--- config.mk ---
export PLATFORM = sky130hd
export DESIGN_NAME = center_kernel_flat
export DESIGN_NICKNAME = d
export VERILOG_FILES = /design/src/rtl/field_pkg.sv /design/src/rtl/point_pkg.sv /design/src/rtl/point_if.sv /design/src/rtl/center_kernel.sv /design/src/flat_wrapper.sv
export SDC_FILE = /design/constraint.sdc
export NUM_CORES = 2
export LEC_CHECK = 0
export ABC_AREA = 1
export BUFFER_PORTS_ARGS = -buffer_cell sky130_fd_sc_hd__buf_2
export CAP_MARGIN = 30
export CELL_PAD_IN_SITES_DETAIL_PLACEMENT = 0
export CELL_PAD_IN_SITES_GLOBAL_PLACEMENT = 2
export CORE_UTILIZATION = 42
export DETAILED_ROUTE_END_ITERATION = 10
export GPL_TIMING_DRIVEN = 1
export PLACE_DENSITY_LB_ADDON = 0.2
export SLEW_MARGIN = 20
export SYNTH_ARGS = -nofsm -noshare
export SYNTH_HDL_FRONTEND = slang
export SYNTH_SLANG_ARGS = --single-unit
--- constraint.sdc ---
create_clock -name aclk -period 13.7 [get_ports aclk]
set_clock_uncertainty 0.2 [all_clocks]
set_input_delay 4.11 -clock aclk [delete_from_list [all_inputs] [get_ports aclk]]
set_output_delay 4.11 -clock aclk [all_outputs]
set_load 0.01 [all_outputs]
--- src/rtl/field_pkg.sv ---
package field_pkg;

  typedef logic signed [31:0] field_t;   // field value, partial sum, threshold
  typedef logic signed [17:0] weight_t;
  typedef logic [2:0]         label_t;   // class 1..3

  // ----------------------------------------
  // gradient weights, anchor-major
  // ----------------------------------------
  localparam weight_t W_GRAD [9] = '{
    18'sd45382,  18'sd10644, 18'sd31305,   // anchor 0 x y z
    -18'sd78384, 18'sd5471,  -18'sd15232,  // anchor 1
    -18'sd51078, 18'sd921,   18'sd14713    // anchor 2
  };

  // ----------------------------------------
  // kernel difference weights
  // ----------------------------------------
  localparam weight_t W_KDIFF [4] = '{
    -18'sd49562,  // K0 - K1
    18'sd70757,   // K0 - K2
    -18'sd21096,  // K3 - K4
    18'sd25532    // K3 - K5
  };

  // linear term on the point itself
  localparam weight_t W_LIN [3] = '{
    -18'sd18139,
    -18'sd18746,
    18'sd44106
  };

endpackage

--- src/rtl/point_pkg.sv ---
package point_pkg;

  // ----------------------------------------
  // geometry types
  // ----------------------------------------
  typedef logic signed [15:0] coord_t;  // raw or transformed coordinate
  typedef logic signed [16:0] diff_t;   // difference of two coordinates
  typedef logic [18:0]        dist_t;   // sum of three 17-bit magnitudes
  typedef logic [63:0]        beat_t;   // one stream beat

  typedef enum logic [1:0] {
    phase_anchor,
    phase_center,
    phase_score
  } phase_e;

  localparam int LANE_W     = 16;  // bits per lane, lane 0 at the bottom
  localparam int LANE_NUM   = 4;
  localparam int AXIS_NUM   = 3;   // x, y, z
  localparam int ANCHOR_NUM = 3;
  localparam int CENTER_NUM = 6;

  function automatic coord_t beat_lane(input beat_t b, input int idx);
    return coord_t'(b[idx*LANE_W +: LANE_W]);
  endfunction

  // sum of absolute coordinate differences
  function automatic dist_t manhattan(input coord_t ax, input coord_t ay, input coord_t az,
                                      input coord_t bx, input coord_t by, input coord_t bz);
    diff_t       dx, dy, dz;
    logic [16:0] mx, my, mz;
    dx = ax - bx;
    dy = ay - by;
    dz = az - bz;
    mx = dx[16] ? -dx : dx;
    my = dy[16] ? -dy : dy;
    mz = dz[16] ? -dz : dz;
    return dist_t'(mx) + dist_t'(my) + dist_t'(mz);
  endfunction

endpackage

--- src/rtl/point_if.sv ---
`timescale 1ns/1ps

interface point_if import point_pkg::*; ();

  logic   valid;  // one cycle per point
  coord_t x;
  coord_t y;
  coord_t z;
  phase_e phase;
  logic   last;   // point carried s_tlast

  modport src (
    output valid, x, y, z, phase, last
  );

  modport dst (
    input valid, x, y, z, phase, last
  );

endinterface

--- src/rtl/center_kernel.sv ---
`timescale 1ns/1ps

module center_kernel
  import point_pkg::*;
  import field_pkg::*;
#(
  parameter int FRAC_BITS = 8
) (
  input  logic   aclk,
  input  logic   aresetn,
  point_if.dst   pts,
  output field_t kern_sum
);

  // kernel pairs behind each W_KDIFF entry
  localparam int KD_A [4] = '{0, 0, 3, 3};
  localparam int KD_B [4] = '{1, 2, 4, 5};

  logic [$clog2(CENTER_NUM)-1:0] ctr_cnt;
  logic   ctr_wr;
  logic   ctr_full;  // all six centers of this frame stored
  coord_t ctr    [CENTER_NUM][AXIS_NUM];
  dist_t  kern_r [CENTER_NUM];
  field_t kern_acc;

  assign ctr_wr = pts.valid && (pts.phase == phase_center);

  // ----------------------------------------
  // center store
  // ----------------------------------------
  always_ff @(posedge aclk or negedge aresetn) begin
    if (!aresetn) begin
      ctr_cnt  <= '0;
      ctr_full <= 1'b0;
    end else if (ctr_wr) begin
      ctr_cnt <= (ctr_cnt == ($bits(ctr_cnt))'(CENTER_NUM - 1)) ? '0 : ctr_cnt + 1'b1;
      if (ctr_cnt == ($bits(ctr_cnt))'(CENTER_NUM - 1)) ctr_full <= 1'b1;
    end else if (pts.valid && pts.phase == phase_anchor) begin
      ctr_full <= 1'b0;  // new frame setup
    end
  end

  always_ff @(posedge aclk) begin
    if (ctr_wr) begin
      ctr[ctr_cnt][0] <= pts.x;
      ctr[ctr_cnt][1] <= pts.y;
      ctr[ctr_cnt][2] <= pts.z;
    end
  end

  // stage 1: kernel values
  always_ff @(posedge aclk) begin
    for (int j = 0; j < CENTER_NUM; j++) begin
      kern_r[j] <= manhattan(pts.x, pts.y, pts.z, ctr[j][0], ctr[j][1], ctr[j][2]);
    end
  end

  // ----------------------------------------
  // stage 2: weighted kernel differences
  // ----------------------------------------
  always_comb begin
    logic signed [19:0] kd;
    logic signed [37:0] kp;
    kern_acc = '0;
    for (int i = 0; i < 4; i++) begin
      kd = $signed({1'b0, kern_r[KD_A[i]]}) - $signed({1'b0, kern_r[KD_B[i]]});
      kp = W_KDIFF[i] * kd;
      kern_acc += field_t'(kp >>> FRAC_BITS);
    end
  end

  always_ff @(posedge aclk) begin
    kern_sum <= kern_acc;
  end

  a_centers_loaded : assert property (@(posedge aclk) disable iff (!aresetn)
    pts.valid && pts.phase == phase_score |-> ctr_full)
    else $error("scored point before six centers were stored");

endmodule

--- src/flat_wrapper.sv ---
// flat-port wrapper written by rule: the top's interface ports become plain ports
module center_kernel_flat import point_pkg::*; import field_pkg::*;
#(
  parameter int FRAC_BITS = 8
)
  (aclk, aresetn, kern_sum, pts_valid, pts_x, pts_y, pts_z, pts_phase, pts_last);
  point_if pts_i ();
  input  logic aclk;
  input  logic aresetn;
  output field_t kern_sum;
  input wire logic [$bits(pts_i.valid)-1:0] pts_valid;
  input wire logic [$bits(pts_i.x)-1:0] pts_x;
  input wire logic [$bits(pts_i.y)-1:0] pts_y;
  input wire logic [$bits(pts_i.z)-1:0] pts_z;
  input wire logic [$bits(pts_i.phase)-1:0] pts_phase;
  input wire logic [$bits(pts_i.last)-1:0] pts_last;
  assign pts_i.valid = pts_valid;
  assign pts_i.x = pts_x;
  assign pts_i.y = pts_y;
  assign pts_i.z = pts_z;
  assign pts_i.phase = pts_phase;
  assign pts_i.last = pts_last;
  center_kernel #(.FRAC_BITS(FRAC_BITS)) u_core (.aclk(aclk), .aresetn(aresetn), .pts(pts_i), .kern_sum(kern_sum));
endmodule
# Word level (Yosys, flattened, before mapping)
# Memory sizes are Yosys's and may differ from the RTL's.
# Cells that the tools add are included.
dict set report word_totals {
  ff_bits 35
  latch_bits 0
  ramBits 402
  mem_bits_ro 0
  in_bits 54
  out_inout_bits 32
  word_cells 88
  n_memories 2
}
# name words width rd rd_ports_with_merged_regs write_ports line
set memory_table {}
lappend memory_table {u_core.ctr 6 48 6 0 1 center_kernel.sv:22} ;# coord_t ctr [CENTER_NUM][AXIS_NUM];
lappend memory_table {u_core.kern_r 6 19 6 0 6 center_kernel.sv:23} ;# dist_t kern_r [CENTER_NUM];
dict set report op_classes {
  addsub 56
  n_mul 4
  div 0
  n_lt_le_gt_ge 0
  eq_ne 2
  shift 0
  mux 21
  bitwise_logic 0
  n_reduce_logical 1
}
# op count
set ops {}
lappend ops {{two-way mux 17 bit} 18}
lappend ops {{negator 17 bit} 18}
lappend ops {{subtractor 16 x 16 -> 17 bit} 18}
lappend ops {{adder 19 x 17 -> 19 bit} 6}
lappend ops {{adder 17 x 17 -> 18 bit} 6}
lappend ops {{subtractor 19 x 19 -> 20 bit} 4}
lappend ops {{multiplier 18 x 20 -> 38 bit (first input constant)} 1}
lappend ops {{multiplier 16 x 20 -> 36 bit (first input constant)} 1}
lappend ops {{multiplier 14 x 20 -> 34 bit (first input constant)} 1}
lappend ops {{multiplier 13 x 20 -> 33 bit (first input constant)} 1}
lappend ops {{adder 31 x 28 -> 32 bit} 1}
lappend ops {{adder 32 x 28 -> 32 bit} 1}
lappend ops {{adder 29 x 30 -> 31 bit} 1}
lappend ops {{adder 3 x 1 -> 3 bit (second input constant)} 1}
lappend ops {{equality test 3 bit (second input constant)} 1}
lappend ops {{two-way mux 3 bit} 1}
lappend ops {{equality test 2 x 1 -> 1 bit (second input constant)} 1}
lappend ops {{two-way mux 1 bit} 2}
lappend ops {{logical AND 1 bit} 1}

# Longest topological paths before layout
# An unclocked memory read counts as a cell.
dict set report depth {
  ltp_word 6
  mapped_depth 49
}

# Worst setup path before layout
# OpenSTA, ideal clock, no wires.
dict set report synth_path {
  path_kind {input port to flip-flop}
  start {in pts_x[0]}
  end {mem u_core.kern_r[1][18] in the netlist's numbering}
  t_arrival_ps 8762
  t_required_ps 13385
  setup_slack_ps 4623
  stages 33
  path_buffers 1
  cell_sequence {inv_1 ha_1 inv_1 fa_1 nand3_1 nand2_1 nand2_1 nand2_1 nand3_1 nand3_1 nand2_1 inv_1 buf_4 nand2_1 o21ai_0 fa_1 nand3_1 nand2_1 a21oi_1 o21ai_1 a21boi_0 o21ai_1 nand3_1 nand3_1 nand2_1 inv_1 ha_1 nand2_1 nor2_1 a2111oi_0 a21oi_1 o21ai_0 inv_1}
}
# element line
set synth_lines {}
lappend synth_lines {{from (decl)} flat_wrapper.sv:12} ;# input wire logic [$bits(pts_i.x)-1:0] pts_x;
lappend synth_lines {{to (decl)} center_kernel.sv:23}

==> impl_metrics.toml <==
[sta]
worstMarginPinSlew_ns = 1.014
period_share_pct = 75.98
max-slew-margin-rel_pct = 32.16
finalSetupViolCount = 0
fin_tns_setup_ns = 0
hold_viol_final = 0
fmax_mhz = 96.07
grt_setup_unrepaired = "no"
drv_slew = 0
finalCriticalPeriod_ns = 10.41

[synth]
yosysTopAreaCell = "ha_1"
synth_common_cells = "inv_1, nand2_1, ha_1"
synth_area_um2 = 77600
synth_compound_area_share_pct = 10.07
synth_adder_area_share_pct = 32.92
ys_seq_area_share_pct = 15.01
syn_area_per_cell_um2 = 7.278
synthDistinctLibCells = 67
synth_ff_type = "edfxtp_1"
syn_inst = 10660
synth.top_cells.by_area = "ha_1, fa_1, inv_1"
synthSimpleGateAreaFrac_pct = 22.11
synthMostInstantiatedCell = "inv_1"
synth_top_area_share_pct = 18.53
synth_top_family_by_area = "adder cells"
yosys_warnings = 0
muxShareOfSynthArea_pct = 0.05321
synth_xor_xnor_area_share_pct = 8.244
synthArstFlopShare_pct = 0.6865
ys_ff_latch = 437
synth-edff-count = 288

[placed_design]
postPlaceCellArea_um2 = 81240
dp.cells = 13220
port_buffers = 84
gp_congestion = 0.9302
dp_hpwl_mm = 199.0

[cts]
numCtsBuffers = 58
post_cts_buffers = 0
cts.sinks = 437
cts.clk_slew.worst_paths_ns = 0.06
htreeDepth = 2
ctsResizeCount = 0
clock_path_buffers = 3
cts_tree = "built"
clkLatencyLatePin_ns = 0.75
root_buffer = "clkbuf_16"
ctsHoldBuffers = 0

[finish]
final_cell_count_no_fill = 13330
final_cell_area_um2 = 83190
drive_gt1_share_pct = 3.663
areaGrowthSynthToFinish_pct = 7.204
fin_nets = 12580

[floorplan]
die-area_um2 = 186500
die_x_um = 431.8
fp.coreArea_um2 = 183300
rows = 157
pin_count = 86
start_util_pct = 42.34
die_h_um = 431.8

[setup_path]
crit_path_end_kind = "flop"
cp_max_fo = 6
r2r_start = "u_core.kern_r[0][3]"
critPathLaunch = "u_core.kern_r[0][3]"
slowest_stage = "xor2_1"
cpPeakStageDelay_ns = 0.70
cp.required_ns = 14.08
critical_path_arrival_ns = 10.79
path_class = "flop to flop"
critPathLaunchType = "flop"
path_common_cell = "inv_1"

[route]
vias = 66520
drcViolationCount = 0
wl_per_cell_um = 17.31
dr.pass1.iters = 6
drtIter0Drc = 3805
ant_nets = 0
drt_wl_total_mm = 230.8
via_per_inst = 4.990

[min_path]
hold_path.class = "flop to flop"
worstHoldStart = "u_core.ctr_cnt[0]"

[run]
cap_violations = 0

[grt]
grt_max_degree = 49
grt_pass1_wl_mm = 363.1
first_global_vias = 65590
track_usage_pct = 24.76
antenna_found_initial = 6
overflow = 0

[outcome]
status = "completed"
flip-flops by register name, indices dropped and copies added (netlist names):
name / count
u_core.ctr: 288
u_core.ctr_cnt: 3
u_core.kern_r: 114
u_core.kern_sum: 32
final timing paths:
kind                            depth (start not counted)  slack [ns]                  end
worst max register to register                         39        3.29  u_core.kern_sum[29]
worst min register to register                          2        0.35    u_core.ctr_cnt[0]
max in group asynchronous                               1       10.23    u_core.ctr_cnt[1]
worst min-delay path                                    2        0.35    u_core.ctr_cnt[0]
min in group asynchronous                               1        2.96    u_core.ctr_cnt[0]
worst max-delay path                                   39        3.29  u_core.kern_sum[29]
layout make-up:
type | instances | area, um^2
fill | 19170 | 100100
tap | 2464 | 3083
clock inverter | 36 | 326.6
sequential | 437 | 11650
timing repair buffer | 127 | 740.7
inverter | 2342 | 8791
antenna | 2 | 5.005
multi-input combinational | 7853 | 57000
clock buffer | 71 | 1594
stage by stage:
stage / util [%] / worst slack [ns] / hold WS, ns
global placement: 44.31 / 2.682 / 0.3164
detailed placement: 44.32 / 2.663 / 0.3381
global route: 45.39 / 2.700 / 0.3950
CTS: 45.37 / 3.307 / 0.3544
finish: 45.39 / 3.291 / 0.3544
floorplan: - / 4.623 / 0.2863
critical path: cells and delay by family (launching register included):
family,cells,cell delay [ns]
adder cells (fa/ha/maj),10,4.31
flip-flops,1,0.42
AO/OA/AOI/OAI,7,1.78
XOR/XNOR,3,1.23
AND/OR/NAND/NOR,11,1.59
buffers and inverters,8,0.73
metal layers:
metal  GRT usage (%)  share of wire (%)  vias to the layer above
met5               0             0.0087                        -
met4           6.825                3.0                        2
met3           2.080                2.8                      204
met2           41.76                 46                     1009
met1           33.75                 48                    30920
li1                -                  -                    34390
cells by family after synthesis:
group | Yosys count
XOR/XNOR | 709
buffers and inverters | 2373
other | 2
adder cells (fa/ha/maj) | 1707
AO/OA/AOI/OAI | 1384
AND/OR/NAND/NOR | 4046
flip-flops | 437
multiplexers | 4
placed cells by master, fill, tap and decap left out, drive strengths merged, types with 158 or more instances in the layout:
master	instances
ha	1149
fa	558
a21oi	719
edfxtp	288
nor2	770
inv	2346
xor2	484
xnor2	225
nand3	579
o21ai	370
nand4	158
nand2	2285
Power is left out: the tool's default activity adds up to more than one toggle a clock period on the data nets, which glitch-free logic cannot reach.
