**src/rtl/field_pkg.sv**
```systemverilog
package field_pkg;

  typedef logic signed [31:0] field_t;   // field value, partial sum, threshold
  typedef logic signed [17:0] weight_t;
  typedef logic [2:0]         label_t;   // class 1..3

  // ----------------------------------------
  // gradient weights, anchor-major
  // ----------------------------------------
  localparam weight_t W_GRAD [9] = '{
    18'sd45382,  18'sd10644, 18'sd31305,   // anchor 0 x y z
    -18'sd78384, 18'sd5471,  -18'sd15232,  // anchor 1
    -18'sd51078, 18'sd921,   18'sd14713    // anchor 2
  };

  // ----------------------------------------
  // kernel difference weights
  // ----------------------------------------
  localparam weight_t W_KDIFF [4] = '{
    -18'sd49562,  // K0 - K1
    18'sd70757,   // K0 - K2
    -18'sd21096,  // K3 - K4
    18'sd25532    // K3 - K5
  };

  // linear term on the point itself
  localparam weight_t W_LIN [3] = '{
    -18'sd18139,
    -18'sd18746,
    18'sd44106
  };

endpackage

```
**src/rtl/point_pkg.sv**
```systemverilog
package point_pkg;

  // ----------------------------------------
  // geometry types
  // ----------------------------------------
  typedef logic signed [15:0] coord_t;  // raw or transformed coordinate
  typedef logic signed [16:0] diff_t;   // difference of two coordinates
  typedef logic [18:0]        dist_t;   // sum of three 17-bit magnitudes
  typedef logic [63:0]        beat_t;   // one stream beat

  typedef enum logic [1:0] {
    phase_anchor,
    phase_center,
    phase_score
  } phase_e;

  localparam int LANE_W     = 16;  // bits per lane, lane 0 at the bottom
  localparam int LANE_NUM   = 4;
  localparam int AXIS_NUM   = 3;   // x, y, z
  localparam int ANCHOR_NUM = 3;
  localparam int CENTER_NUM = 6;

  function automatic coord_t beat_lane(input beat_t b, input int idx);
    return coord_t'(b[idx*LANE_W +: LANE_W]);
  endfunction

  // sum of absolute coordinate differences
  function automatic dist_t manhattan(input coord_t ax, input coord_t ay, input coord_t az,
                                      input coord_t bx, input coord_t by, input coord_t bz);
    diff_t       dx, dy, dz;
    logic [16:0] mx, my, mz;
    dx = ax - bx;
    dy = ay - by;
    dz = az - bz;
    mx = dx[16] ? -dx : dx;
    my = dy[16] ? -dy : dy;
    mz = dz[16] ? -dz : dz;
    return dist_t'(mx) + dist_t'(my) + dist_t'(mz);
  endfunction

endpackage

```
**src/rtl/point_if.sv**
```systemverilog
`timescale 1ns/1ps

interface point_if import point_pkg::*; ();

  logic   valid;  // one cycle per point
  coord_t x;
  coord_t y;
  coord_t z;
  phase_e phase;
  logic   last;   // point carried s_tlast

  modport src (
    output valid, x, y, z, phase, last
  );

  modport dst (
    input valid, x, y, z, phase, last
  );

endinterface

```
**src/rtl/field_labeler.sv**
```systemverilog
`timescale 1ns/1ps

module field_labeler
  import point_pkg::*;
  import field_pkg::*;
#(
  parameter int FRAC_BITS = 8
) (
  input  logic        aclk,
  input  logic        aresetn,
  point_if.dst        pts,
  input  field_t      grad_sum,
  input  field_t      kern_sum,
  output logic [63:0] m_tdata,
  output logic        m_tvalid,
  output logic        m_tlast
);

  coord_t     pt_d [2][AXIS_NUM];  // point delayed to meet the branch sums
  logic [1:0] v_d, l_d;
  field_t     lin_acc;
  field_t     field_r;
  logic       fv, fl;
  field_t     t1, t2;
  logic [1:0] score_cnt;           // 0 and 1 pick thresholds, 2 labels
  label_t     label_nx, label_r;

  // ----------------------------------------
  // two-cycle delay of the scored point
  // ----------------------------------------
  always_ff @(posedge aclk) begin
    pt_d[0] <= '{pts.x, pts.y, pts.z};
    pt_d[1] <= pt_d[0];
  end

  always_ff @(posedge aclk or negedge aresetn) begin
    if (!aresetn) begin
      v_d <= '0;
      l_d <= '0;
    end else begin
      v_d <= {v_d[0], pts.valid && pts.phase == phase_score};
      l_d <= {l_d[0], pts.last};
    end
  end

  always_comb begin
    logic signed [33:0] lp;
    lin_acc = '0;
    for (int a = 0; a < AXIS_NUM; a++) begin
      lp = W_LIN[a] * pt_d[1][a];
      lin_acc += field_t'(lp >>> FRAC_BITS);
    end
  end

  // stage 1: field value
  always_ff @(posedge aclk) begin
    field_r <= grad_sum + kern_sum + lin_acc;  // wrapped 32-bit sum
  end

  always_ff @(posedge aclk or negedge aresetn) begin
    if (!aresetn) begin
      fv <= 1'b0;
      fl <= 1'b0;
    end else begin
      fv <= v_d[1];
      fl <= l_d[1];
    end
  end

  // ----------------------------------------
  // stage 2: thresholds and label
  // ----------------------------------------
  assign label_nx = (field_r <= t1) ? 3'd3 : (field_r <= t2) ? 3'd2 : 3'd1;

  always_ff @(posedge aclk) begin
    if (fv && score_cnt == 2'd0) t1 <= field_r;
    if (fv && score_cnt == 2'd1) t2 <= field_r;
    label_r <= label_nx;
  end

  always_ff @(posedge aclk or negedge aresetn) begin
    if (!aresetn) begin
      score_cnt <= '0;
      m_tvalid  <= 1'b0;
      m_tlast   <= 1'b0;
    end else begin
      m_tvalid <= fv && score_cnt == 2'd2;
      m_tlast  <= fv && fl && score_cnt == 2'd2;
      if (fv) begin
        if (fl) score_cnt <= '0;  // frame done
        else if (score_cnt != 2'd2) score_cnt <= score_cnt + 2'd1;
      end
    end
  end

  assign m_tdata = {{(64 - $bits(label_t)){1'b0}}, label_r};

  a_last_has_valid : assert property (@(posedge aclk) disable iff (!aresetn)
    m_tlast |-> m_tvalid)
    else $error("m_tlast without m_tvalid");

endmodule

```
**src/flat_wrapper.sv**
```systemverilog
// flat-port wrapper written by rule: the top's interface ports become plain ports
module field_labeler_flat import point_pkg::*; import field_pkg::*;
#(
  parameter int FRAC_BITS = 8
)
  (aclk, aresetn, grad_sum, kern_sum, m_tdata, m_tvalid, m_tlast, pts_valid, pts_x, pts_y, pts_z, pts_phase, pts_last);
  point_if pts_i ();
  input  logic aclk;
  input  logic aresetn;
  input  field_t grad_sum;
  input  field_t kern_sum;
  output logic [63:0] m_tdata;
  output logic m_tvalid;
  output logic m_tlast;
  input wire logic [$bits(pts_i.valid)-1:0] pts_valid;
  input wire logic [$bits(pts_i.x)-1:0] pts_x;
  input wire logic [$bits(pts_i.y)-1:0] pts_y;
  input wire logic [$bits(pts_i.z)-1:0] pts_z;
  input wire logic [$bits(pts_i.phase)-1:0] pts_phase;
  input wire logic [$bits(pts_i.last)-1:0] pts_last;
  assign pts_i.valid = pts_valid;
  assign pts_i.x = pts_x;
  assign pts_i.y = pts_y;
  assign pts_i.z = pts_z;
  assign pts_i.phase = pts_phase;
  assign pts_i.last = pts_last;
  field_labeler #(.FRAC_BITS(FRAC_BITS)) u_core (.aclk(aclk), .aresetn(aresetn), .pts(pts_i), .grad_sum(grad_sum), .kern_sum(kern_sum), .m_tdata(m_tdata), .m_tvalid(m_tvalid), .m_tlast(m_tlast));
endmodule
```
**config.mk**
```make
export PLATFORM = sky130hd
export DESIGN_NAME = field_labeler_flat
export DESIGN_NICKNAME = d
export VERILOG_FILES = /design/src/rtl/field_pkg.sv /design/src/rtl/point_pkg.sv /design/src/rtl/point_if.sv /design/src/rtl/field_labeler.sv /design/src/flat_wrapper.sv
export SDC_FILE = /design/constraint.sdc
export NUM_CORES = 1
export LEC_CHECK = 0
export ABC_CLOCK_PERIOD_IN_PS = 11100
export BUFFER_PORTS_ARGS = -buffer_cell sky130_fd_sc_hd__buf_2
export CAP_MARGIN = 20
export CORE_MARGIN = 10
export CORE_UTILIZATION = 61
export CTS_BUF_LIST = sky130_fd_sc_hd__clkbuf_16
export DETAILED_ROUTE_END_ITERATION = 10
export GPL_ROUTABILITY_DRIVEN = 0
export PLACE_DENSITY = 0.81
export SKIP_CTS_REPAIR_TIMING = 1
export SYNTH_ARGS = -nofsm -noshare
export SYNTH_HDL_FRONTEND = slang
export SYNTH_SLANG_ARGS = --single-unit
```
**constraint.sdc**
```tcl
create_clock -name aclk -period 11.1 [get_ports aclk]
set_clock_uncertainty 0.15 [all_clocks]
set_input_delay 1.11 -clock aclk [delete_from_list [all_inputs] [get_ports aclk]]
set_output_delay 1.11 -clock aclk [all_outputs]
set_load 0.01 [all_outputs]
```
After elaboration in Yosys (flattened, before gate mapping)
Memories as Yosys holds them, arrays and structs flattened.
Cells that the tools add are included.

cells by class
  $add $sub $neg = 5
  multipliers = 3
  magnitude comparators = 2
  equal/unequal tests = 4
  multiplexer cells = 3
  reductions and logical operators = 9

operators by type and width
  kind                                                  count
  adder 32 bit                                          2
  less-or-equal comparator 32 bit                       2
  multiplier 16 x 16 -> 32 bit (first input constant)   2
  multiplier 15 x 16 -> 31 bit (first input constant)   1
  adder 25 x 25 -> 26 bit                               1
  adder 24 x 24 -> 25 bit                               1
  logical AND 1 bit                                     6
  2-to-1 mux 2 bit                                      3
  equality test 2 bit (second input constant)           2
  adder 2 x 1 -> 2 bit (second input constant)          1
  equality test 2 x 1 -> 1 bit (second input constant)  1
  zero test 2 bit                                       1
  != test 2 bit (second input constant)                 1
  AND reduction 2 bit                                   1
  nonzero test 2 bit                                    1

word-level totals
  bits in registers = 109
  RAM bits = 96
  output and inout bits = 66
  word-level logic and storage cells = 38
  memories = 1

memory list
  name         depth  bits a word  read ports  clocked after memory_dff  wr ports  line                 source
  u_core.pt_d  2      48           2           0                         2         field_labeler.sv:19  coord_t pt_d [2][AXIS_NUM];

Logic depth before layout (Yosys ltp)
Gate-level depths: netlist (run 1).
An unclocked memory read counts as a cell.

  word-level depth = 5
  mapped depth = 45
  mapped depth without buffers = 45

Worst setup path after synthesis (run 1)
OpenSTA, ideal clock, no wires.

  path type = flip-flop to flip-flop
  start = mem u_core.pt_d[0][69] (netlist bit)
  end = reg u_core.field_r[30]
  setup time = 123 ps
  arrival = 9,422 ps
  data required time = 10,827 ps
  path slack = 1,404 ps
  stages on the path, launching flop included = 44
  path buffers = 0
  period minus slack after synthesis = 9,696 ps
  cell sequence = dfxtp_1 > inv_1 > ha_1 > inv_1 > fa_1 > inv_1 > fa_1 > fa_1 > fa_1 > fa_1 > inv_1 > ha_1 > o21ai_0 > a31oi_1 > o31a_1 > o21a_1 > o21a_1 > o21ai_0 > [... 8 more ...] > o21ai_0 > o31a_1 > o21ai_0 > nand2b_1 > a21oi_1 > xnor2_1 > fa_1 > ha_1 > nand2_1 > nand2b_1 > a21o_1 > a21o_1 > a221oi_1 > o21ai_1 > a41o_1 > nor2_1 > a21oi_1 > xor2_1

RTL lines
  item                    line                 source
  start: declaration      field_labeler.sv:19
  end signal: assignment  field_labeler.sv:57  field_r <= grad_sum + kern_sum + lin_acc;
  end: declaration        field_labeler.sv:22  field_t field_r;

==> results of run 1 <==
## area by class of cell
class | count | area share [%]
timing repair buffer | 125 | 2.32
inverter | 686 | 9.38
clock buffer | 23 | 2.10
tap | 539 | 2.46
clock inverter | 17 | 0.451
multi-input combinational | 1617 | 65.9
sequential | 204 | 17.4
## cell usage after synthesis, types with 7 or more instances
| library cell | count | area [µm²] |
|---|---|---|
| nor2_1 | 71 | 267 |
| ha_1 | 505 | 6320 |
| nand2b_1 | 16 | 100 |
| nand4_1 | 28 | 175 |
| buf_4 | 62 | 465 |
| xor2_1 | 52 | 455 |
| a21oi_1 | 78 | 390 |
| dfrtp_1 | 10 | 250 |
| o21bai_1 | 11 | 82.6 |
| nor3_1 | 19 | 95.1 |
| nand3_1 | 21 | 105 |
| o21ai_0 | 52 | 260 |
| a21o_1 | 55 | 413 |
| dfxtp_1 | 130 | 2600 |
| inv_1 | 686 | 2570 |
| or2_2 | 8 | 50.1 |
| and2_1 | 7 | 43.8 |
| nand2_1 | 59 | 221 |
| xnor2_1 | 78 | 683 |
| o21a_1 | 18 | 135 |
| a31oi_1 | 10 | 62.6 |
| edfxtp_1 | 64 | 1920 |
| nor2b_1 | 25 | 156 |
| fa_1 | 352 | 7050 |
## state kept, by name, indices dropped and copies added (netlist names)
name              cells
u_core.m_tvalid       1
u_core.m_tlast        1
u_core.label_r        2
u_core.l_d            2
u_core.t2            32
u_core.fl             1
u_core.field_r       32
u_core.v_d            2
u_core.t1            32
u_core.score_cnt      2
u_core.fv             1
u_core.pt_d          96
## per-layer routing
| metal | vias up | wire length [µm] | global-route usage, % |
|---|---|---|---|
| met5 | - | 0 | 0 |
| met4 | 0 | 1730 | 7.04 |
| met3 | 114 | 2500 | 2.32 |
| met2 | 442 | 27800 | 39.9 |
| met1 | 8259 | 22200 | 26.7 |
| li1 | 8138 | - | - |
## worst paths after layout
| check | from | endpoint | slack (ps) | depth (start not counted) |
|---|---|---|---|---|
| setup / recovery | u_core.pt_d[0][69]$_DFF_P_ | u_core.field_r[30]$_DFF_P_ | 490 | 43 |
| hold / removal | u_core.pt_d[0][6]$_DFF_P_ | u_core.pt_d[0][54]$_DFF_P_ | 170 | 0 |
| setup reg to reg | u_core.pt_d[0][69]$_DFF_P_ | u_core.field_r[30]$_DFF_P_ | 490 | 43 |
| hold reg to reg | u_core.pt_d[0][6]$_DFF_P_ | u_core.pt_d[0][54]$_DFF_P_ | 170 | 0 |
| max in group asynchronous | aresetn | u_core.fl$_DFF_PN0_ | 10330 | 1 |
| min in group asynchronous | aresetn | u_core.score_cnt[1]$_DFFE_PN0P_ | 280 | 1 |
## critical path: cells and delay by family, from the launching register on
| kind | cells | cell delay [ps] |
|---|---|---|
| adder cells (fa/ha/maj) | 11 | 4820 |
| AO/OA/AOI/OAI | 18 | 3560 |
| AND/OR/NAND/NOR | 7 | 910 |
| flip-flops | 1 | 400 |
| XOR/XNOR | 2 | 320 |
| buffers and inverters | 5 | 310 |
## kinds of logic after synthesis
kind of cell	synth area share (%)
mux	0.0439
simple gates	5.57
other cells	0.0146
flops	18.6
fa+ha+maj	52.1
buf+inv	11.8
xor+xnor	4.44
compound gates	7.42
## layout by cell type, fill, tap and decap left out, drive strengths merged, types with 62 or more instances in the layout
cell type,netlist,layout
xnor2,78,78
buf,62,125
edfxtp,64,64
fa,352,352
dfxtp,130,130
ha,505,505
inv,686,696
a21oi,79,79
conb,1,62
nor2,71,71
## metrics by stage
step,area [µm²],utilization [%]
3_3_place_gp,26700,64.0
5_1_grt,27500,65.7
3_5_place_dp,26700,64.0
6_report,27500,65.7
4_1_cts,27400,65.7
2_1_floorplan,25900,-
==> results.md, run 1 <==
- Status: finished, final reports clean
- Max-slew violations: 0
- Starting Density: 61.5%
- HP Class: reg2reg
- Fin worst setup slack: 485 ps
- First-pass GRT wire length: 90600 µm
- Filler cell count in the final layout: 3145
- Asr flop ratio synth: between 4 and 5%
- Number of diodes: 0
- Biggest fanout along the worst timing path: 7
- Vias in the first global route: 18700
- GRT overflow: 0
- DIE AREA: 50700 µm²
- Ys Warns: 0
- Via count: 17000
- CTS clk-pin slew, worst paths: approximately 60 ps
- Layout cells sized above 1: 7.07%
- HPWL Detailed: 47800 µm
- Yosys reg bits: 204
- Max Root-Sink Buffers: 3
- Crit path largest cell delay: 570 ps
- Placeable Area: 41800 µm²
- Slew @ Worst Pin: 668 ps
- Final wirelength: 54200 µm
- Crit. End Element: register
- Cell Area, Synth: around 26000 µm²
- Vert. Die Dim: 225 µm
- Yosys cell types: between 60 and 70
- Worst path most repeated cell: fa_1
- Root Buffer: clkbuf_16
- Worst rel slew slack: approximately 55%
- Die Wd: 225 µm
- Seq/Total Area, Yosys: 18.6%
- Pre-CTS setup slack: 542 ps
- CP arrival: roughly 11000 ps
- Setup-failing EPs final: 0
- Final net count: ~3600
- Critical Path Slowest Stage Cell: fa_1
- Final Hold Vio Count: 0
- Row count: 75
- EDFF count, synth: 64
- Routed Antenna Nets: 0
- Tot GR Track Use: a little over a fifth
- Io pins: 184
- Detailed Route Iter0 Violations: 882
- Post-route clock period utilization: a little over nine tenths
- Sequential cell area: 4780 µm²
- RSZ-0062 raised after global routing: true
- Worst setup SP type: register
- Largest net degree at the start of global routing: 33
- Worst Path Required: 11350 ps
- F_max: 94.2 MHz
- Skew-Pair Late Insertion Delay: 530 ps
- Most common flop cell mapped by yosys: dfxtp_1
- Placed cell count: 3171
- Post-Syn Area per Cell: around 10 µm²
- Crit path time final: 10610 ps
- Port Buffer Count: approximately 120
- Max-Cap Viols: 0
- Vias per cell: 5.28
- CTS sink count: just over 200
- Pre-Repair DR Iteration Count: 5
- Initial antenna violation count: 0
- Non-Filler Instances: 3211
- Sum Neg Setup Slack: 0 ps
- TritonCTS buffer count: 22
- Area delta synth->final: 6.96%
- CP Class: reg2reg
- DRC Markers: 0
- H-tree depth: 1
- Multi-input gate area: 18100 µm²
- Worst hold slack: about 170 ps
- Post-Syn Instances: 2508
- CTS tree: yes
- Drt wl/cell: between 15 and 20 µm
Power of run 1 is not shown: default switching activity piles up to over one toggle a cycle in this logic, so the estimate is an artifact.
==> run 2, diff against run 1 <==
--- a/config.mk
+++ b/config.mk
@@ -5,8 +5,8 @@
 export SDC_FILE = /design/constraint.sdc
 export NUM_CORES = 1
 export LEC_CHECK = 0
-export ABC_CLOCK_PERIOD_IN_PS = 11100
-export BUFFER_PORTS_ARGS = -buffer_cell sky130_fd_sc_hd__buf_2
+export ABC_CLOCK_PERIOD_IN_PS = 10100
+export BUFFER_PORTS_ARGS = -buffer_cell sky130_fd_sc_hd__buf_4
 export CAP_MARGIN = 20
 export CORE_MARGIN = 10
 export CORE_UTILIZATION = 61
==> constraint.sdc (replaced) <==
create_clock -name aclk -period 10.1 [get_ports aclk]
set_clock_uncertainty 0.15 [all_clocks]
set_input_delay 1.01 -clock aclk [delete_from_list [all_inputs] [get_ports aclk]]
set_output_delay 1.01 -clock aclk [all_outputs]
set_load 0.01 [all_outputs]
==> run 2 against run 1 <==
  * Setup slack got worse by 250 ps
  * Wire length increased by 3.3%
  * Global-route usage is 0.49 points higher
  * Clock-buffer cell count is 4 higher
  * Critical path depth up 2
  * Sequential share of layout area decreased by 0.72 points
  * Die area stayed put
  * Core utilization increased by 3.0 points
  * Critical endpoint unchanged
  * Largest cell class unchanged
==> results.md, run 2 (synthesis gave the netlist of run 1 again) <==
- Biggest fanout along the worst timing path: 6 (-1)
- F_max: 101 MHz (+7.6%)
- Crit path largest cell delay: 560 ps (about the same)
- Die Wd: 225 µm (unchanged)
- Routed Antenna Nets: 0 (unchanged)
- Crit path time final: 9860 ps (-753 ps)
- Critical Path Slowest Stage Cell: fa_1
- Max Root-Sink Buffers: 3 (unchanged)
- Post-route clock period utilization: 97.6% (+2.0 points)
- Drt wl/cell: 17.1 µm (+1.3%)
- Io pins: 184 (unchanged)
- FF-to-FF path depth: 45 (+4.7%)
- Pre-Repair DR Iteration Count: 6 (+1)
- Commonest non-fill, non-tap cell in the layout: inv_1
- Area delta synth->final: 11.8%
- Most frequent cells in the layout: 685 x inv_1, 496 x ha_1, 351 x fa_1
- RR Endpoint: u_core.field_r[30]$_DFF_P_
- Placeable Area: 41800 µm² (unchanged)
- First-pass GRT wire length: 92300 µm (+1.9%)
- Worst Path Required: 10360 ps (-990 ps)
- Skew-Pair Late Insertion Delay: 540 ps (about the same)
- WP buf/inv: 7 (+2)
- Root Buffer: clkbuf_16
- Worst r2r src: u_core.pt_d[0][69]$_DFF_P_
- Kind of cell adding the most delay to the critical path: adder cells
- CP Class: reg2reg
- DRC Markers: 0 (unchanged)
- Reg with most FFs: u_core.pt_d
- Filler cell count in the final layout: 2974 (-5.4%)
- Worst setup endpoint: u_core.field_r[30]$_DFF_P_
- CP arrival: 10120 ps (-740 ps)
- Status: finished, final reports clean
- Initial antenna violation count: 0 (unchanged)
- Via count: 17300 (+2.0%)
- Layout cells sized above 1: 11.4% (+4.3 points)
- Detailed Route Iter0 Violations: 954 (+8.2%)
- Crit. End Element: register
- CP startpoint: u_core.pt_d[0][69]$_DFF_P_
- H-tree depth: 1 (unchanged)
- Port Buffer Count: 121 (unchanged)
- Vias per cell: 5.28 (about the same)
- Instance count on the critical path: 45 (+4.7%)
- Tot GR Track Use: 22.4% (+0.49 points)
- CTS tree: yes
- Worst hold slack: 141 ps (-29.8 ps)
- CTS sink count: 204 (unchanged)
- CTS clk-pin slew, worst paths: 60 ps (about the same)
- Final net count: 3692 (+1.7%)
- Row count: 75 (unchanged)
- Number of diodes: 0 (unchanged)
- GRT overflow: 0 (unchanged)
- Largest register FFs: 96 (unchanged)
- Setup-failing EPs final: 0 (unchanged)
- Max-slew violations: 0 (unchanged)
- TritonCTS buffer count: 24 (+9.1%)
- Final wirelength: 56000 µm (+3.3%)
- Worst rel slew slack: 53.0% (-2.1 points)
- Starting Density: 61.5% (unchanged)
- Vias in the first global route: 19200 (+2.6%)
- Worst setup SP type: register
- Max-Cap Viols: 0 (unchanged)
- Slew @ Worst Pin: 702 ps (+34.0 ps)
- HPWL Detailed: 48800 µm (+2.3%)
- Vert. Die Dim: 225 µm (unchanged)
- DIE AREA: 50700 µm² (unchanged)
- Largest net degree at the start of global routing: 33 (unchanged)
- HP Class: in2async
- Setup slack, reg-to-reg: 240 ps (-250 ps)
- Final Hold Vio Count: 0 (unchanged)
-- run 2: layout make-up --
| type | count | area [µm²] | area share [%] |
|---|---|---|---|
| multi-input combinational | 1617 | 18400 | 64.1 |
| sequential | 204 | 4790 | 16.7 |
| inverter | 686 | 2570 | 8.97 |
| timing repair buffer | 184 | 1390 | 4.86 |
| clock buffer | 27 | 676 | 2.35 |
| tap | 539 | 674 | 2.35 |
| clock inverter | 17 | 198 | 0.689 |
-- run 2: worst min path at each step --
| stage | startpoint | to | slack (ps) | cells after the start |
|---|---|---|---|---|
| 2_1_floorplan | u_core.pt_d[0][0]$_DFF_P_ | u_core.pt_d[0][48]$_DFF_P_ | 160 | 0 |
| 3_3_place_gp | u_core.pt_d[0][45]$_DFF_P_ | u_core.pt_d[0][93]$_DFF_P_ | 160 | 0 |
| 3_5_place_dp | u_core.pt_d[0][42]$_DFF_P_ | u_core.pt_d[0][90]$_DFF_P_ | 160 | 0 |
| 4_1_cts | aresetn | u_core.m_tlast$_DFF_PN0_ | 120 | 1 |
| 5_1_grt | aresetn | u_core.score_cnt[0]$_DFFE_PN0P_ | 140 | 1 |
| 6_report | aresetn | u_core.m_tlast$_DFF_PN0_ | 140 | 1 |
-- run 2: routing by layer --
layer | part of all wire (%) | global-route usage, %
met1 | 40 | 26.4
met2 | 52 | 41.3
met3 | 4.3 | 2.90
met4 | 3.6 | 7.54
met5 | 0 | 0
-- run 2: through the flow --
step	std cells	setup WS (ps)	utilization [%]	instance area, µm²	TNS, ps
floorplan	2569	404	-	25900	0
global placement	3219	177	65.7	27400	0
detailed placement	3219	-128	65.7	27400	-294
CTS	3263	-199	67.7	28300	-547
global route	3274	-131	68.7	28700	-408
finish	3274	238	68.7	28700	0
Power of run 2 is left out for the same reason.
==> run 3, diff against run 2 <==
--- a/config.mk
+++ b/config.mk
@@ -10,7 +10,7 @@
 export CAP_MARGIN = 20
 export CORE_MARGIN = 10
 export CORE_UTILIZATION = 61
-export CTS_BUF_LIST = sky130_fd_sc_hd__clkbuf_16
+export CTS_BUF_LIST = sky130_fd_sc_hd__clkbuf_2 sky130_fd_sc_hd__clkbuf_4 sky130_fd_sc_hd__clkbuf_8
 export DETAILED_ROUTE_END_ITERATION = 10
 export GPL_ROUTABILITY_DRIVEN = 0
 export PLACE_DENSITY = 0.81
==> run 3 against run 2 <==
  * Sequential cell count stayed put
  * Cell count is 0.58% higher
  * Die area stayed put
  * Largest cell class unchanged
  * Highest routed layer unchanged
==> results.md, run 3 (synthesis gave the netlist of run 1 again) <==
- Worst rel slew slack: 52.8% (-0.24 points)
- Biggest fanout along the worst timing path: 4 (-2)
- Root Buffer: clkbuf_8
- DIE AREA: 50700 µm² (unchanged)
- Port Buffer Count: 121 (unchanged)
- Final net count: 3703 (+0.30%)
- Skew-Pair Late Insertion Delay: 590 ps (+50 ps)
- Worst setup SP type: register
- Worst Path Required: 10420 ps (+60 ps)
- Max Root-Sink Buffers: 3 (unchanged)
- Slew @ Worst Pin: 706 ps (+3.55 ps)
- CP arrival: 10170 ps (+50 ps)
- DRC Markers: 0 (unchanged)
- F_max: 101 MHz (about the same)
- HP Class: in2async
- Max-Cap Viols: 0 (unchanged)
- Starting Density: 61.5% (unchanged)
- Vias in the first global route: 19200 (+0.083%)
- Largest net degree at the start of global routing: 33 (unchanged)
- Routed Antenna Nets: 0 (unchanged)
- Finished Cell Area: 28600 µm² (-0.24%)
- Final core occ: 68.6% (-0.16 points)
- Io pins: 184 (unchanged)
- Die Wd: 225 µm (unchanged)
- CP Class: reg2reg
- Reg with most FFs: u_core.pt_d
- Max-slew violations: 0 (unchanged)
- Detailed Route Iter0 Violations: 817 (-14%)
- CTS tree: yes
- H-tree depth: 2 (+1)
- CTS sink count: 204 (unchanged)
- Pre-Repair DR Iteration Count: 5 (-1)
- Drt wl/cell: 17.0 µm (-0.41%)
- Setup-failing EPs final: 0 (unchanged)
- Most frequent cells in the layout: 682 x inv_1, 495 x ha_1, 351 x fa_1
- Crit. End Element: register
- Tot GR Track Use: 22.6% (+0.15 points)
- Fin worst setup slack: 243 ps (+4.79 ps)
- Crit path largest cell delay: 560 ps (about the same)
- Number of diodes: 0 (unchanged)
- Worst path most repeated cell: fa_1
- Final Hold Vio Count: 0 (unchanged)
- TritonCTS buffer count: 36 (+50%)
- CTS clk-pin slew, worst paths: 60 ps (about the same)
- Final wirelength: 56100 µm (+0.17%)
- Pre-CTS setup slack: -128 ps (unchanged)
- First-pass GRT wire length: 92300 µm (about the same)
- Layout cells sized above 1: 12.1% (+0.68 points)
- Row count: 75 (unchanged)
- Commonest non-fill, non-tap cell in the layout: inv_1
- Via count: 17300 (-0.13%)
- Placement Cell Area: 27400 µm² (unchanged)
- Vert. Die Dim: 225 µm (unchanged)
- Critical Path Slowest Stage Cell: fa_1
- Placeable Area: 41800 µm² (unchanged)
- Initial antenna violation count: 0 (unchanged)
- Post-route clock period utilization: 97.6% (about the same)
- Status: finished, final reports clean
- Vias per cell: 5.24 (-0.70%)
- GRT overflow: 0 (unchanged)
- Largest register FFs: 96 (unchanged)
- Area delta synth->final: 11.6%
- Crit path time final: 9860 ps (-4.79 ps)
- HPWL Detailed: 48800 µm (unchanged)
-- run 3: cell count changes in the layout (fill, tap and decap cells not counted), sizes merged --
cell,before,now
inv,692,688
clkinv,6,3
buf,184,183
clkinvlp,1,4
bufinv,4,3
clkbuf,27,52
-- run 3: final timing paths --
path / to / slack (ps) / depth (start not counted) / startpoint
min in group aclk: u_core.pt_d[0][93]$_DFF_P_ / 170 / 0 / u_core.pt_d[0][45]$_DFF_P_
max in group asynchronous: u_core.v_d[0]$_DFF_PN0_ / 9560 / 1 / aresetn
hold reg to reg: u_core.pt_d[0][93]$_DFF_P_ / 170 / 0 / u_core.pt_d[0][45]$_DFF_P_
setup / recovery: u_core.field_r[30]$_DFF_P_ / 240 / 40 / u_core.pt_d[0][69]$_DFF_P_
hold / removal: u_core.m_tvalid$_DFF_PN0_ / 90 / 1 / aresetn
setup reg to reg: u_core.field_r[30]$_DFF_P_ / 240 / 40 / u_core.pt_d[0][69]$_DFF_P_
-- run 3: final cells by class --
cell class	instances	area, µm²
multi-input combinational	1617	18400
sequential	204	4790
clock inverter	12	154
fill	2993	13100
timing repair buffer	183	1390
tap	539	674
clock buffer	52	641
inverter	686	2570
-- run 3: worst max-delay path, delay by kind of cell (launching register included) --
family	cells	cell delay, ps
XOR/XNOR	2	290
buffers and inverters	5	260
adder cells (fa/ha/maj)	11	4620
flip-flops	1	320
AND/OR/NAND/NOR	7	1090
AO/OA/AOI/OAI	15	2980
-- run 3: routing by layer --
| metal | wire, µm | GRT usage [%] |
|---|---|---|
| met3 | 2690 | 3.62 |
| met5 | 0 | 0 |
| met2 | 29200 | 41.2 |
| met4 | 1980 | 8.04 |
| met1 | 22300 | 26.3 |
-- run 3: through the flow --
stage	hold slack (ps)	instances	setup TNS [ps]
final	94.6	3293	0
after global routing	78.5	3293	-346
after CTS	57.1	3283	-509
after detailed placement	162	3219	-294
after global placement	161	3219	0
after floorplan	160	2569	0
Power of run 3 is left out for the same reason.
